--- config.mk ---
export PLATFORM = sky130hd
export DESIGN_NAME = calc_top
export DESIGN_NICKNAME = d
export VERILOG_FILES = /design/src/source/calc_ctrl_pkg.sv /design/src/source/calc_op_pkg.sv /design/src/source/addition.sv /design/src/source/calc_top.sv /design/src/source/gencon.sv /design/src/source/multiply.sv /design/src/source/operand_entry.sv
export SDC_FILE = /design/constraint.sdc
export NUM_CORES = 1
export LEC_CHECK = 0
export BUFFER_PORTS_ARGS = -buffer_cell sky130_fd_sc_hd__buf_2
export CORE_MARGIN = 2
export CORE_UTILIZATION = 63
export DETAILED_ROUTE_END_ITERATION = 8
export PLACE_DENSITY = 0.79
export SLEW_MARGIN = 10
export SYNTH_ARGS = -nofsm -noshare
export SYNTH_HDL_FRONTEND = slang
export SYNTH_SLANG_ARGS = --single-unit
--- constraint.sdc ---
create_clock -name clk -period 5 [get_ports clk]
set_input_delay 1 -clock clk [delete_from_list [all_inputs] [get_ports clk]]
set_output_delay 1 -clock clk [all_outputs]
set_load 0.02 [all_outputs]
--- src/source/calc_ctrl_pkg.sv ---
package calc_ctrl_pkg;

    // Controller states, binary coded
    typedef enum logic [2:0] {
        get_first_num  = 3'd0,  // Collecting first operand
        get_second_num = 3'd1,  // Collecting second operand
        send_to_unit   = 3'd2,  // Load operands, fire start
        wait_unit      = 3'd3,  // Wait on selected unit's finish
        show_result    = 3'd4   // Result on display, complete high
    } state_t;

    // Which arithmetic unit serves the latched operator
    typedef enum logic {
        unit_alu  = 1'b0,       // Adder/subtractor
        unit_mult = 1'b1        // Shift-and-add multiplier
    } unit_sel_t;

endpackage

--- src/source/calc_op_pkg.sv ---
package calc_op_pkg;

    // One-hot operator codes as presented on operator_input
    localparam logic [2:0] op_add = 3'b001;   // Addition
    localparam logic [2:0] op_sub = 3'b010;   // Subtraction
    localparam logic [2:0] op_mul = 3'b100;   // Multiplication

    // Decoded key codes, one per cycle from the keypad front end
    // Codes 1 to 9 stand for their own digit
    localparam logic [3:0] key_none = 4'd0;   // No key this cycle
    localparam logic [3:0] key_zero = 4'd10;  // Digit zero

    // Operand and result width used when the top level is not overridden
    localparam int default_width = 16;

endpackage

--- src/source/addition.sv ---
`timescale 1ns/1ps

module addition #(
    parameter int DATA_WIDTH = 16
) (
    input  logic                  clk,
    input  logic                  nRST,
    input  logic [DATA_WIDTH-1:0] in1,      // Left operand
    input  logic [DATA_WIDTH-1:0] in2,      // Right operand
    input  logic                  sub,      // 1 selects in1 - in2
    input  logic                  start,    // Single-cycle request
    output logic [DATA_WIDTH-1:0] out,      // Registered sum or difference
    output logic                  finish    // Result valid this cycle
);

    logic [DATA_WIDTH-1:0] sum;             // Combinational result
    logic [DATA_WIDTH-1:0] diff;

    always_comb begin
        sum  = in1 + in2;                   // Wraps mod 2^DATA_WIDTH
        diff = in1 - in2;                   // Unsigned borrow wraps too
    end

    // Result register, loaded only on a request
    always_ff @(posedge clk) begin
        if (start) begin
            out <= sub ? diff : sum;
        end
    end

    // One-cycle latency strobe
    always_ff @(posedge clk or negedge nRST) begin
        if (!nRST) begin
            finish <= 1'b0;
        end else begin
            finish <= start;
        end
    end

    // Controller must never issue back-to-back starts to this unit
    a_finish_pulse: assert property (
        @(posedge clk) disable iff (!nRST)
        finish |=> !finish
    );

endmodule

--- src/source/calc_top.sv ---
`timescale 1ns/1ps

module calc_top #(
    parameter int DATA_WIDTH = calc_op_pkg::default_width
) (
    input  logic                  clk,
    input  logic                  nRST,
    input  logic [3:0]            keypad_input,    // 0 none, 1-9 digits, 10 zero
    input  logic [2:0]            operator_input,  // 001 add, 010 sub, 100 mul
    input  logic                  equal_input,
    output logic                  complete,
    output logic [DATA_WIDTH-1:0] display_output
);

    logic                  entry_en1;
    logic                  entry_en2;
    logic                  entry_clr;
    logic [DATA_WIDTH-1:0] operand1;
    logic [DATA_WIDTH-1:0] operand2;
    logic [DATA_WIDTH-1:0] alu_in1;
    logic [DATA_WIDTH-1:0] alu_in2;
    logic                  sub;
    logic                  start_alu;
    logic [DATA_WIDTH-1:0] alu_out;
    logic                  alu_finish;
    logic [DATA_WIDTH-1:0] mult_in1;
    logic [DATA_WIDTH-1:0] mult_in2;
    logic                  start_mult;
    logic [DATA_WIDTH-1:0] mult_out;
    logic                  mult_finish;

    gencon #(.DATA_WIDTH(DATA_WIDTH)) u_gencon (
        .clk, .nRST, .operator_input, .equal_input,
        .operand1, .operand2,
        .alu_out, .alu_finish, .mult_out, .mult_finish,
        .entry_en1, .entry_en2, .entry_clr,
        .alu_in1, .alu_in2, .sub, .start_alu,
        .mult_in1, .mult_in2, .start_mult,
        .complete, .display_output
    );

    // Both entry blocks see every key; the enables pick the owner
    operand_entry #(.DATA_WIDTH(DATA_WIDTH)) u_entry_first (
        .clk, .nRST, .en(entry_en1), .clr(entry_clr),
        .keypad_input, .value(operand1)
    );

    operand_entry #(.DATA_WIDTH(DATA_WIDTH)) u_entry_second (
        .clk, .nRST, .en(entry_en2), .clr(entry_clr),
        .keypad_input, .value(operand2)
    );

    addition #(.DATA_WIDTH(DATA_WIDTH)) u_addition (
        .clk, .nRST, .in1(alu_in1), .in2(alu_in2), .sub,
        .start(start_alu), .out(alu_out), .finish(alu_finish)
    );

    multiply #(.DATA_WIDTH(DATA_WIDTH)) u_multiply (
        .clk, .nRST, .in1(mult_in1), .in2(mult_in2),
        .start(start_mult), .out(mult_out), .finish(mult_finish)
    );

endmodule

--- src/source/gencon.sv ---
`timescale 1ns/1ps

module gencon #(
    parameter int DATA_WIDTH = 16
) (
    input  logic                  clk,
    input  logic                  nRST,
    input  logic [2:0]            operator_input,  // One-hot, level sampled
    input  logic                  equal_input,     // One-cycle pulse
    input  logic [DATA_WIDTH-1:0] operand1,        // From first entry block
    input  logic [DATA_WIDTH-1:0] operand2,        // From second entry block
    input  logic [DATA_WIDTH-1:0] alu_out,
    input  logic                  alu_finish,
    input  logic [DATA_WIDTH-1:0] mult_out,
    input  logic                  mult_finish,
    output logic                  entry_en1,       // First operand takes keys
    output logic                  entry_en2,       // Second operand takes keys
    output logic                  entry_clr,       // Wipe both operands
    output logic [DATA_WIDTH-1:0] alu_in1,
    output logic [DATA_WIDTH-1:0] alu_in2,
    output logic                  sub,             // Subtract when set
    output logic                  start_alu,
    output logic [DATA_WIDTH-1:0] mult_in1,
    output logic [DATA_WIDTH-1:0] mult_in2,
    output logic                  start_mult,
    output logic                  complete,        // One-cycle done pulse
    output logic [DATA_WIDTH-1:0] display_output   // Held result
);

    calc_ctrl_pkg::state_t    state;
    calc_ctrl_pkg::state_t    next_state;
    calc_ctrl_pkg::unit_sel_t unit_sel;            // Latched target unit

    logic                  op_valid;               // Operator is a legal code
    logic                  unit_done;              // Selected unit finished
    logic [DATA_WIDTH-1:0] unit_result;            // Selected unit's output

    always_comb begin
        op_valid = (operator_input == calc_op_pkg::op_add) ||
                   (operator_input == calc_op_pkg::op_sub) ||
                   (operator_input == calc_op_pkg::op_mul);
        if (unit_sel == calc_ctrl_pkg::unit_mult) begin
            unit_done   = mult_finish;
            unit_result = mult_out;
        end else begin
            unit_done   = alu_finish;
            unit_result = alu_out;
        end
    end

    // Next-state logic
    always_comb begin
        next_state = state;
        case (state)
            calc_ctrl_pkg::get_first_num: begin
                if (op_valid) begin
                    next_state = calc_ctrl_pkg::get_second_num;
                end
            end
            calc_ctrl_pkg::get_second_num: begin
                if (equal_input) begin
                    next_state = calc_ctrl_pkg::send_to_unit;
                end
            end
            calc_ctrl_pkg::send_to_unit: next_state = calc_ctrl_pkg::wait_unit;
            calc_ctrl_pkg::wait_unit: begin
                if (unit_done) begin               // Ignore the other unit
                    next_state = calc_ctrl_pkg::show_result;
                end
            end
            calc_ctrl_pkg::show_result: next_state = calc_ctrl_pkg::get_first_num;
            default: next_state = calc_ctrl_pkg::get_first_num;
        endcase
    end

    assign entry_clr = (state == calc_ctrl_pkg::show_result); // New calc next

    // State and control registers
    always_ff @(posedge clk or negedge nRST) begin
        if (!nRST) begin
            state          <= calc_ctrl_pkg::get_first_num;
            unit_sel       <= calc_ctrl_pkg::unit_alu;
            sub            <= 1'b0;
            start_alu      <= 1'b0;
            start_mult     <= 1'b0;
            entry_en1      <= 1'b0;
            entry_en2      <= 1'b0;
            complete       <= 1'b0;
            display_output <= '0;
        end else begin
            state     <= next_state;
            entry_en1 <= (next_state == calc_ctrl_pkg::get_first_num);
            entry_en2 <= (next_state == calc_ctrl_pkg::get_second_num);
            // Operator latched on the edge that ends first-operand entry
            if (state == calc_ctrl_pkg::get_first_num && op_valid) begin
                unit_sel <= (operator_input == calc_op_pkg::op_mul) ?
                            calc_ctrl_pkg::unit_mult : calc_ctrl_pkg::unit_alu;
                sub      <= (operator_input == calc_op_pkg::op_sub);
            end
            // Start pulses for exactly one cycle after send_to_unit
            start_alu  <= (state == calc_ctrl_pkg::send_to_unit) &&
                          (unit_sel == calc_ctrl_pkg::unit_alu);
            start_mult <= (state == calc_ctrl_pkg::send_to_unit) &&
                          (unit_sel == calc_ctrl_pkg::unit_mult);
            complete   <= (state == calc_ctrl_pkg::wait_unit) && unit_done;
            if (state == calc_ctrl_pkg::wait_unit && unit_done) begin
                display_output <= unit_result;     // Held until next result
            end
        end
    end

    // Operand routing, stable from start until finish
    always_ff @(posedge clk) begin
        if (state == calc_ctrl_pkg::send_to_unit) begin
            if (unit_sel == calc_ctrl_pkg::unit_mult) begin
                mult_in1 <= operand1;
                mult_in2 <= operand2;
            end else begin
                alu_in1 <= operand1;
                alu_in2 <= operand2;
            end
        end
    end

    // Only one unit runs per calculation
    a_one_start: assert property (
        @(posedge clk) disable iff (!nRST)
        !(start_alu && start_mult)
    );

    a_state_legal: assert property (
        @(posedge clk) disable iff (!nRST)
        state inside {calc_ctrl_pkg::get_first_num, calc_ctrl_pkg::get_second_num,
                      calc_ctrl_pkg::send_to_unit, calc_ctrl_pkg::wait_unit,
                      calc_ctrl_pkg::show_result}
    );

    // Done pulse lines up with the result state
    a_complete_state: assert property (
        @(posedge clk) disable iff (!nRST)
        $rose(complete) |-> (state == calc_ctrl_pkg::show_result)
    );

endmodule

--- src/source/multiply.sv ---
`timescale 1ns/1ps

module multiply #(
    parameter int DATA_WIDTH = 16
) (
    input  logic                  clk,
    input  logic                  nRST,
    input  logic [DATA_WIDTH-1:0] in1,      // Multiplicand
    input  logic [DATA_WIDTH-1:0] in2,      // Multiplier
    input  logic                  start,    // Single-cycle request
    output logic [DATA_WIDTH-1:0] out,      // Low half of product
    output logic                  finish    // Product valid this cycle
);

    localparam int CNT_W = $clog2(DATA_WIDTH);  // Holds DATA_WIDTH-1

    logic [DATA_WIDTH-1:0] mcand;           // Shifted multiplicand
    logic [DATA_WIDTH-1:0] mplier;          // Remaining multiplier bits
    logic [CNT_W-1:0]      count;           // Iterations still to do
    logic                  busy;            // Product in progress
    logic                  last_step;       // Final partial product now

    assign last_step = busy && (count == CNT_W'(1));

    // Datapath. First partial product is taken at the load edge so the
    // remaining DATA_WIDTH-1 bits finish exactly DATA_WIDTH cycles later
    always_ff @(posedge clk) begin
        if (start) begin
            out    <= in2[0] ? in1 : '0;
            mcand  <= in1 << 1;
            mplier <= in2 >> 1;
        end else if (busy) begin
            if (mplier[0]) begin
                out <= out + mcand;         // Add this partial product
            end
            mcand  <= mcand << 1;
            mplier <= mplier >> 1;
        end
    end

    // Sequencing
    always_ff @(posedge clk or negedge nRST) begin
        if (!nRST) begin
            busy   <= 1'b0;
            count  <= '0;
            finish <= 1'b0;
        end else begin
            finish <= last_step;
            if (start) begin
                busy  <= 1'b1;
                count <= CNT_W'(DATA_WIDTH - 1);
            end else if (busy) begin
                count <= count - 1'b1;
                if (last_step) begin
                    busy <= 1'b0;           // Done after this edge
                end
            end
        end
    end

    // Controller only starts this unit while it is idle
    a_no_start_busy: assert property (
        @(posedge clk) disable iff (!nRST)
        $rose(start) |-> !busy
    );

endmodule

--- src/source/operand_entry.sv ---
`timescale 1ns/1ps

module operand_entry #(
    parameter int DATA_WIDTH = 16
) (
    input  logic                  clk,
    input  logic                  nRST,
    input  logic                  en,             // Accept keys this cycle
    input  logic                  clr,            // Start a fresh operand
    input  logic [3:0]            keypad_input,   // Decoded key code
    output logic [DATA_WIDTH-1:0] value           // Accumulated operand
);

    logic [3:0]            digit;       // Numeric value of the key
    logic                  key_valid;   // Any key pressed
    logic [DATA_WIDTH-1:0] times_ten;   // value * 10, wrapped

    always_comb begin
        key_valid = (keypad_input != calc_op_pkg::key_none);
        if (keypad_input == calc_op_pkg::key_zero) begin
            digit = 4'd0;                        // Code 10 is the zero key
        end else begin
            digit = keypad_input;
        end
        times_ten = (value << 3) + (value << 1); // 8x + 2x
    end

    always_ff @(posedge clk or negedge nRST) begin
        if (!nRST) begin
            value <= '0;
        end else if (clr) begin
            value <= '0;                         // Clear wins over a key
        end else if (en && key_valid) begin
            value <= times_ten + DATA_WIDTH'(digit);
        end
    end

    // Front end only ever sends codes 0 to 10
    a_key_range: assert property (
        @(posedge clk) disable iff (!nRST)
        en |-> (keypad_input <= calc_op_pkg::key_zero)
    );

endmodule

; Yosys cells after proc, flatten, opt, wreduce, memory -nomap -nowiden
; Cells that the tools add are included.
[totals]
ff_bits = 191
input_bits = 10
out_inout_bits = 17
elab_cells = 87
[classes]
addsub = 8
n_eq_ne = 10
muxes = 26
n_bitwise = 1
n_reduce_logical = 19
[ops]
columns = operator, n
row1 = 16-bit two-way mux, 12
row2 = 16-bit adder, 4
row3 = 16-bit by 4-bit adder with 16-bit output, 2
row4 = 15-bit two-way mux, 2
row5 = 16-bit subtractor, 1
row6 = 4-bit two-way mux, 3
row7 = 3-bit case mux with 4 select lines, 1
row8 = 3-bit by 1-bit == test with 1-bit output (second input constant), 3
row9 = 3-bit by 2-bit == test with 1-bit output (second input constant), 3
row10 = 3-bit two-way mux, 3
row11 = 2-bit nonzero test, 4
row12 = 1-bit logical AND, 7
row13 = 3-bit == test (second input constant), 2
row14 = 3-bit zero test, 2
row15 = 2-bit AND reduction, 3
row16 = 1-bit two-way mux, 5
row17 = 4-bit by 1-bit == test with 1-bit output (second input constant), 1
row18 = 4-bit == test (second input constant), 1
row19 = 4-bit nonzero test, 1
row20 = 4-bit by 1-bit subtractor with 4-bit output (second input constant), 1
row21 = 1-bit logical OR, 2
row22 = 1-bit inverter, 1

; Logic depth before layout (Yosys ltp)
[logic_depth]
word_depth = 6
depth_mapped = 15
ltp_nobuf = 14

; Hierarchy
; From an unflattened synthesis, not the netlist that was laid out.
[unflattened]
cells_unflattened = 918
area_unflattened_um2 = 10792.9
[modules_own_cells]
columns = module, n_inst, cells_each, area_per_inst_um2, seq_area_each_um2
row1 = operand_entry, 2, 189, 1625.3, 400.4
row2 = gencon, 1, 158, 3208.1, 2572.5
row3 = multiply, 1, 229, 2840.2, 1531.5
row4 = addition, 1, 153, 1493.9, 505.5

; Worst setup path before layout
; No wires, ideal clock.
[synth_timing]
path_type = register -> register
startpoint = reg u_gencon.unit_sel
endpoint = reg u_gencon.alu_in1[0], enable pin
setup_ns = 0.516
arrival_time_ns = 4.108
required_ns = 4.484
setup_slack_ns = 0.376
path_stages_with_launch = 3
n_path_buf = 1
path_cell_list = dfrtp_1 -> buf_1 -> nor4b_1
[synth_via]
elab_chain_len = 2
[synth_lines]
columns = item, line_no
row1 = start: declaration, gencon.sv:32  ; calc_ctrl_pkg::unit_sel_t unit_sel;
row2 = start signal: assignment, gencon.sv:82  ; unit_sel <= calc_ctrl_pkg::unit_alu;
row3 = start signal: assignment, gencon.sv:96  ; unit_sel <= (operator_input == calc_op_pkg::op_mul) ?
row4 = 1-bit inverter, n/a
row5 = 2-bit AND reduction (no source line), n/a
row6 = end signal: assignment, gencon.sv:119  ; alu_in1 <= operand1;
row7 = end: declaration, gencon.sv:19  ; output logic [DATA_WIDTH-1:0] alu_in1,
; No other way between the ends.
; A chain may end at the register's enable or synchronous reset.

; Final worst setup path
[layout_timing]
startpoint = in keypad_input[0]
endpoint = reg u_entry_first.value[15]
[layout_via]
elab_chain_len = 5
word_cells_on_any_way = 8
[layout_lines]
columns = item, line_no
row1 = start: declaration, calc_top.sv:8  ; input logic [3:0] keypad_input,
row2 = 4-bit == test, operand_entry.sv:20  ; if (keypad_input == calc_op_pkg::key_zero) begin
row3 = 4-bit two-way mux, operand_entry.sv:20
row4 = 16-bit by 4-bit adder with 16-bit output, operand_entry.sv:34  ; value <= times_ten + DATA_WIDTH'(digit);
row5 = 16-bit two-way mux, operand_entry.sv:33  ; end else if (en && key_valid) begin
row6 = 16-bit two-way mux, operand_entry.sv:31  ; end else if (clr) begin
row7 = end signal: assignment, operand_entry.sv:34
row8 = end: declaration, operand_entry.sv:11  ; output logic [DATA_WIDTH-1:0] value
; Parallel ways exist; a longest one is shown, timed or not. The select of a mux whose other input is x is not followed.

==> reports/results.tsv <==
metric	value	unit
drtPass1Iterations	5	
ff2ff_path_depth	14	
numCtsBuffers	17	
dpl.hpwl	14700	um
synth_fp_nets	986	
antennaDiodeCount	0	
fill_cells	1096	
crit_path_top_delay_cell	a21boi_0	
cpPeakStageDelay	0.52	ns
cp_max_fo	4	
grt-ovfl-total	0	
nets	1006	
via_per_inst	6.09	
grt_max_degree	66	
grt_pass1_wl	34000	um
clk_path_buf_depth	2	
seq_area_frac_synth	53.1	%
initial_utilization	64.4	%
finalHoldViolCount	0	
root_buffer	clkbuf_16	
cts_sinks	191	
critical_path_depth	12	
min_path_cells	2	
die_area	17200	sq um
fin_crit	3.69	ns
min_period_over_period	73.7	%
port_buffers	26	
vias	6911	
wl_per_cell	18.1	um
synth-async-reset-ratio	34.0	%
synth_cells	886	
p_per_area	299	nW/um^2
outcome	finished clean	
synthFlopType	edfxtp_1	
power.leakage	0.00461	uW
slew_violations	0	
synth-edff-count	126	
drive_above_1_share	10.4	%
clock_latency	0.43	ns
fin_tns_setup	0	ns
synth.cell_area	10200	sq um
rsz0062_at_grt	no	
cts_resized	0	
path_cells	buf_2 -> nor2_1 -> a21boi_0 -> xor2_1 -> ha_1 -> ha_1 -> a211oi_2 -> o21bai_1 -> a211oi_2 -> a21oi_2 -> or4_1 -> o211ai_1	
fmax	271	MHz
die_h	131	um
core_area	15800	sq um
cts_hold_buffers	0	
antenna_found_initial	0	
ys_seq_elements	191	
crit_buf_inv	1	
peakVddDrop	0.000262	V
yosys_warnings	0	
cts_tree	yes	
cp-end-kind	register	
relSlewSlack	21.0	%
hp-class	reg -> reg	
rows	46	
critPathRequiredTime	5.35	ns
final_antenna_net_count	0	
start_kind	input pin	
wirelength	20500	um
cap_violations	0	
io_pins	27	
drt-initial-drc-count	558	
path_class	in -> reg	
setup_viol	0	
worst_slew_pin_slew	1.18	ns
clock_skew	0.00609	ns
power.total	3340	uW
drc_errors	0	
avgSynthCellArea	11.5	sq um
gp_congestion	0.887	
grt_pass1_vias	6824	
areaGrowthSynthToFinish	9.64	%
crit_family	compound AO/OA/AOI/OAI gates	
yosysUniqueCellTypes	56	
post-cts-setup-buffer-count	0	
grt_use_total	24.8	%
arrival	4.03	ns
clk_transition_reported_paths	0.06	ns
die_w	131	um
htreeDepth	4	
==> layer usage <==
| layer | GRT usage, % | vias to the layer above | routed length (um) |
|---|---|---|---|
| met5 | 0 | - | 0 |
| met4 | 9.96 | 0 | 590 |
| met3 | 4.40 | 42 | 1000 |
| met2 | 40.6 | 208 | 9840 |
| met1 | 33.2 | 3357 | 9090 |
| li1 | - | 3304 | - |
==> power breakdown <==
part / switching (uW) / total (uW) / internal [uW]
combinational: 92.7 / 162 / 69.3
clock: 562 / 1460 / 893
sequential: 28.6 / 1720 / 1690
total: 683 / 3340 / 2660
==> final cells by class <==
class,count,area (sq um),area share (%)
Tap cell,216,270,2.42
Inverter,22,82.6,0.739
Multi-Input combinational cell,643,4610,41.3
Timing Repair Buffer,31,168,1.50
Clock buffer,19,443,3.96
Clock inverter,13,193,1.72
Sequential cell,191,5410,48.4
==> cells in the final DEF (no fill, tap or decap), types with 5 or more instances in the layout <==
master     netlist  routed
edfxtp_1       126     126
nand2_1         93      93
a21o_1          21      21
nor2b_1          6       6
a31oi_1          9       9
nor3_1          13      13
a211oi_1        14      14
nand3_1         11      11
and2_1           5       5
inv_1           22      22
and3_1           8       8
nor2_1          44      44
xnor2_1         50      50
o21bai_1         5       5
buf_2            0      26
buf_4            0       5
bufinv_16        0       5
nand2b_1         9       9
clkbuf_16        0      17
o21ai_0         71      71
ha_1            86      86
xor2_1          15      15
mux2_2          28      28
a21boi_0         6       6
dfrtp_1         65      64
o211ai_1         5       5
a21oi_1         71      71
mux2i_1         17      17
==> synthesized netlist by cell type, types with 5 or more instances <==
cell type / instances / area [sq um]
nor2b_1: 6 / 37.5
a31oi_1: 9 / 56.3
nor2_1: 44 / 165
edfxtp_1: 126 / 3780
and2_1: 5 / 31.3
nand2b_1: 9 / 56.3
o21bai_1: 5 / 37.5
nand2_1: 93 / 349
xor2_1: 15 / 131
ha_1: 86 / 1080
a211oi_1: 14 / 105
o211ai_1: 5 / 37.5
and3_1: 8 / 50.1
mux2_2: 28 / 315
nor3_1: 13 / 65.1
a21oi_1: 71 / 355
xnor2_1: 50 / 438
nand3_1: 11 / 55.1
clkbuf_1: 26 / 97.6
a21boi_0: 6 / 45.0
mux2i_1: 17 / 170
inv_1: 22 / 82.6
o21ai_0: 71 / 355
dfrtp_1: 65 / 1630
a21o_1: 21 / 158
==> worst paths after layout <==
kind,to,slack [ns],startpoint
max,u_entry_first.value[15],1.31,keypad_input[0]
min,u_gencon.display_output[8],0.47,u_gencon.display_output[8]
max reg2reg,u_addition.out[14],1.67,u_gencon.alu_in2[0]
min reg2reg,u_gencon.display_output[8],0.47,u_gencon.display_output[8]
max in group asynchronous,u_gencon.start_mult,3.68,nRST
min in group asynchronous,u_gencon.complete,0.75,nRST
==> sequential cells by signal, indices dropped and copies added (netlist names), 15 cells and up <==
register and cells:
u_gencon.mult_in2 16, u_gencon.mult_in1 16, u_addition.out 16, u_entry_first.value 16, u_gencon.alu_in2 16, u_gencon.display_output 16, u_multiply.mplier 15, u_entry_second.value 16
u_multiply.mcand 15, u_multiply.out 16, u_gencon.alu_in1 16
==> logic make-up after synthesis <==
kind of cell	Yosys count	synth area share, %
AOI/OAI and AO/OA	232	13.9
xor gates and xnor gates	65	5.58
adders and majority gates	90	11.3
buffers and inverters	52	1.91
DFF	191	53.1
muxes	45	4.76
and+or+nand+nor	211	9.50
==> through the flow <==
step | hold WS [ns] | instance area, sq um | cells | setup WS [ns] | util [%]
3_3_place_gp | 0.457 | 10500 | 1103 | 0.986 | 66.6
4_1_cts | 0.480 | 11200 | 1135 | 1.33 | 70.6
2_1_floorplan | 0.437 | 10200 | 886 | 0.376 | -
5_1_grt | 0.497 | 11200 | 1135 | 1.02 | 70.6
6_report | 0.473 | 11200 | 1135 | 1.31 | 70.6
3_5_place_dp | 0.466 | 10500 | 1103 | 0.861 | 66.6
==> worst reg2reg max path, delay by kind of cell (launching register included) <==
| family | cells | cell delay, ns |
|---|---|---|
| adder cells (fa/ha/maj) | 2 | 0.51 |
| AND/OR/NAND/NOR | 3 | 0.56 |
| flip-flops | 1 | 0.43 |
| XOR/XNOR | 2 | 0.30 |
| buffers and inverters | 1 | 0.10 |
| AO/OA/AOI/OAI | 6 | 1.19 |
Power figures use the tool's default switching activity.
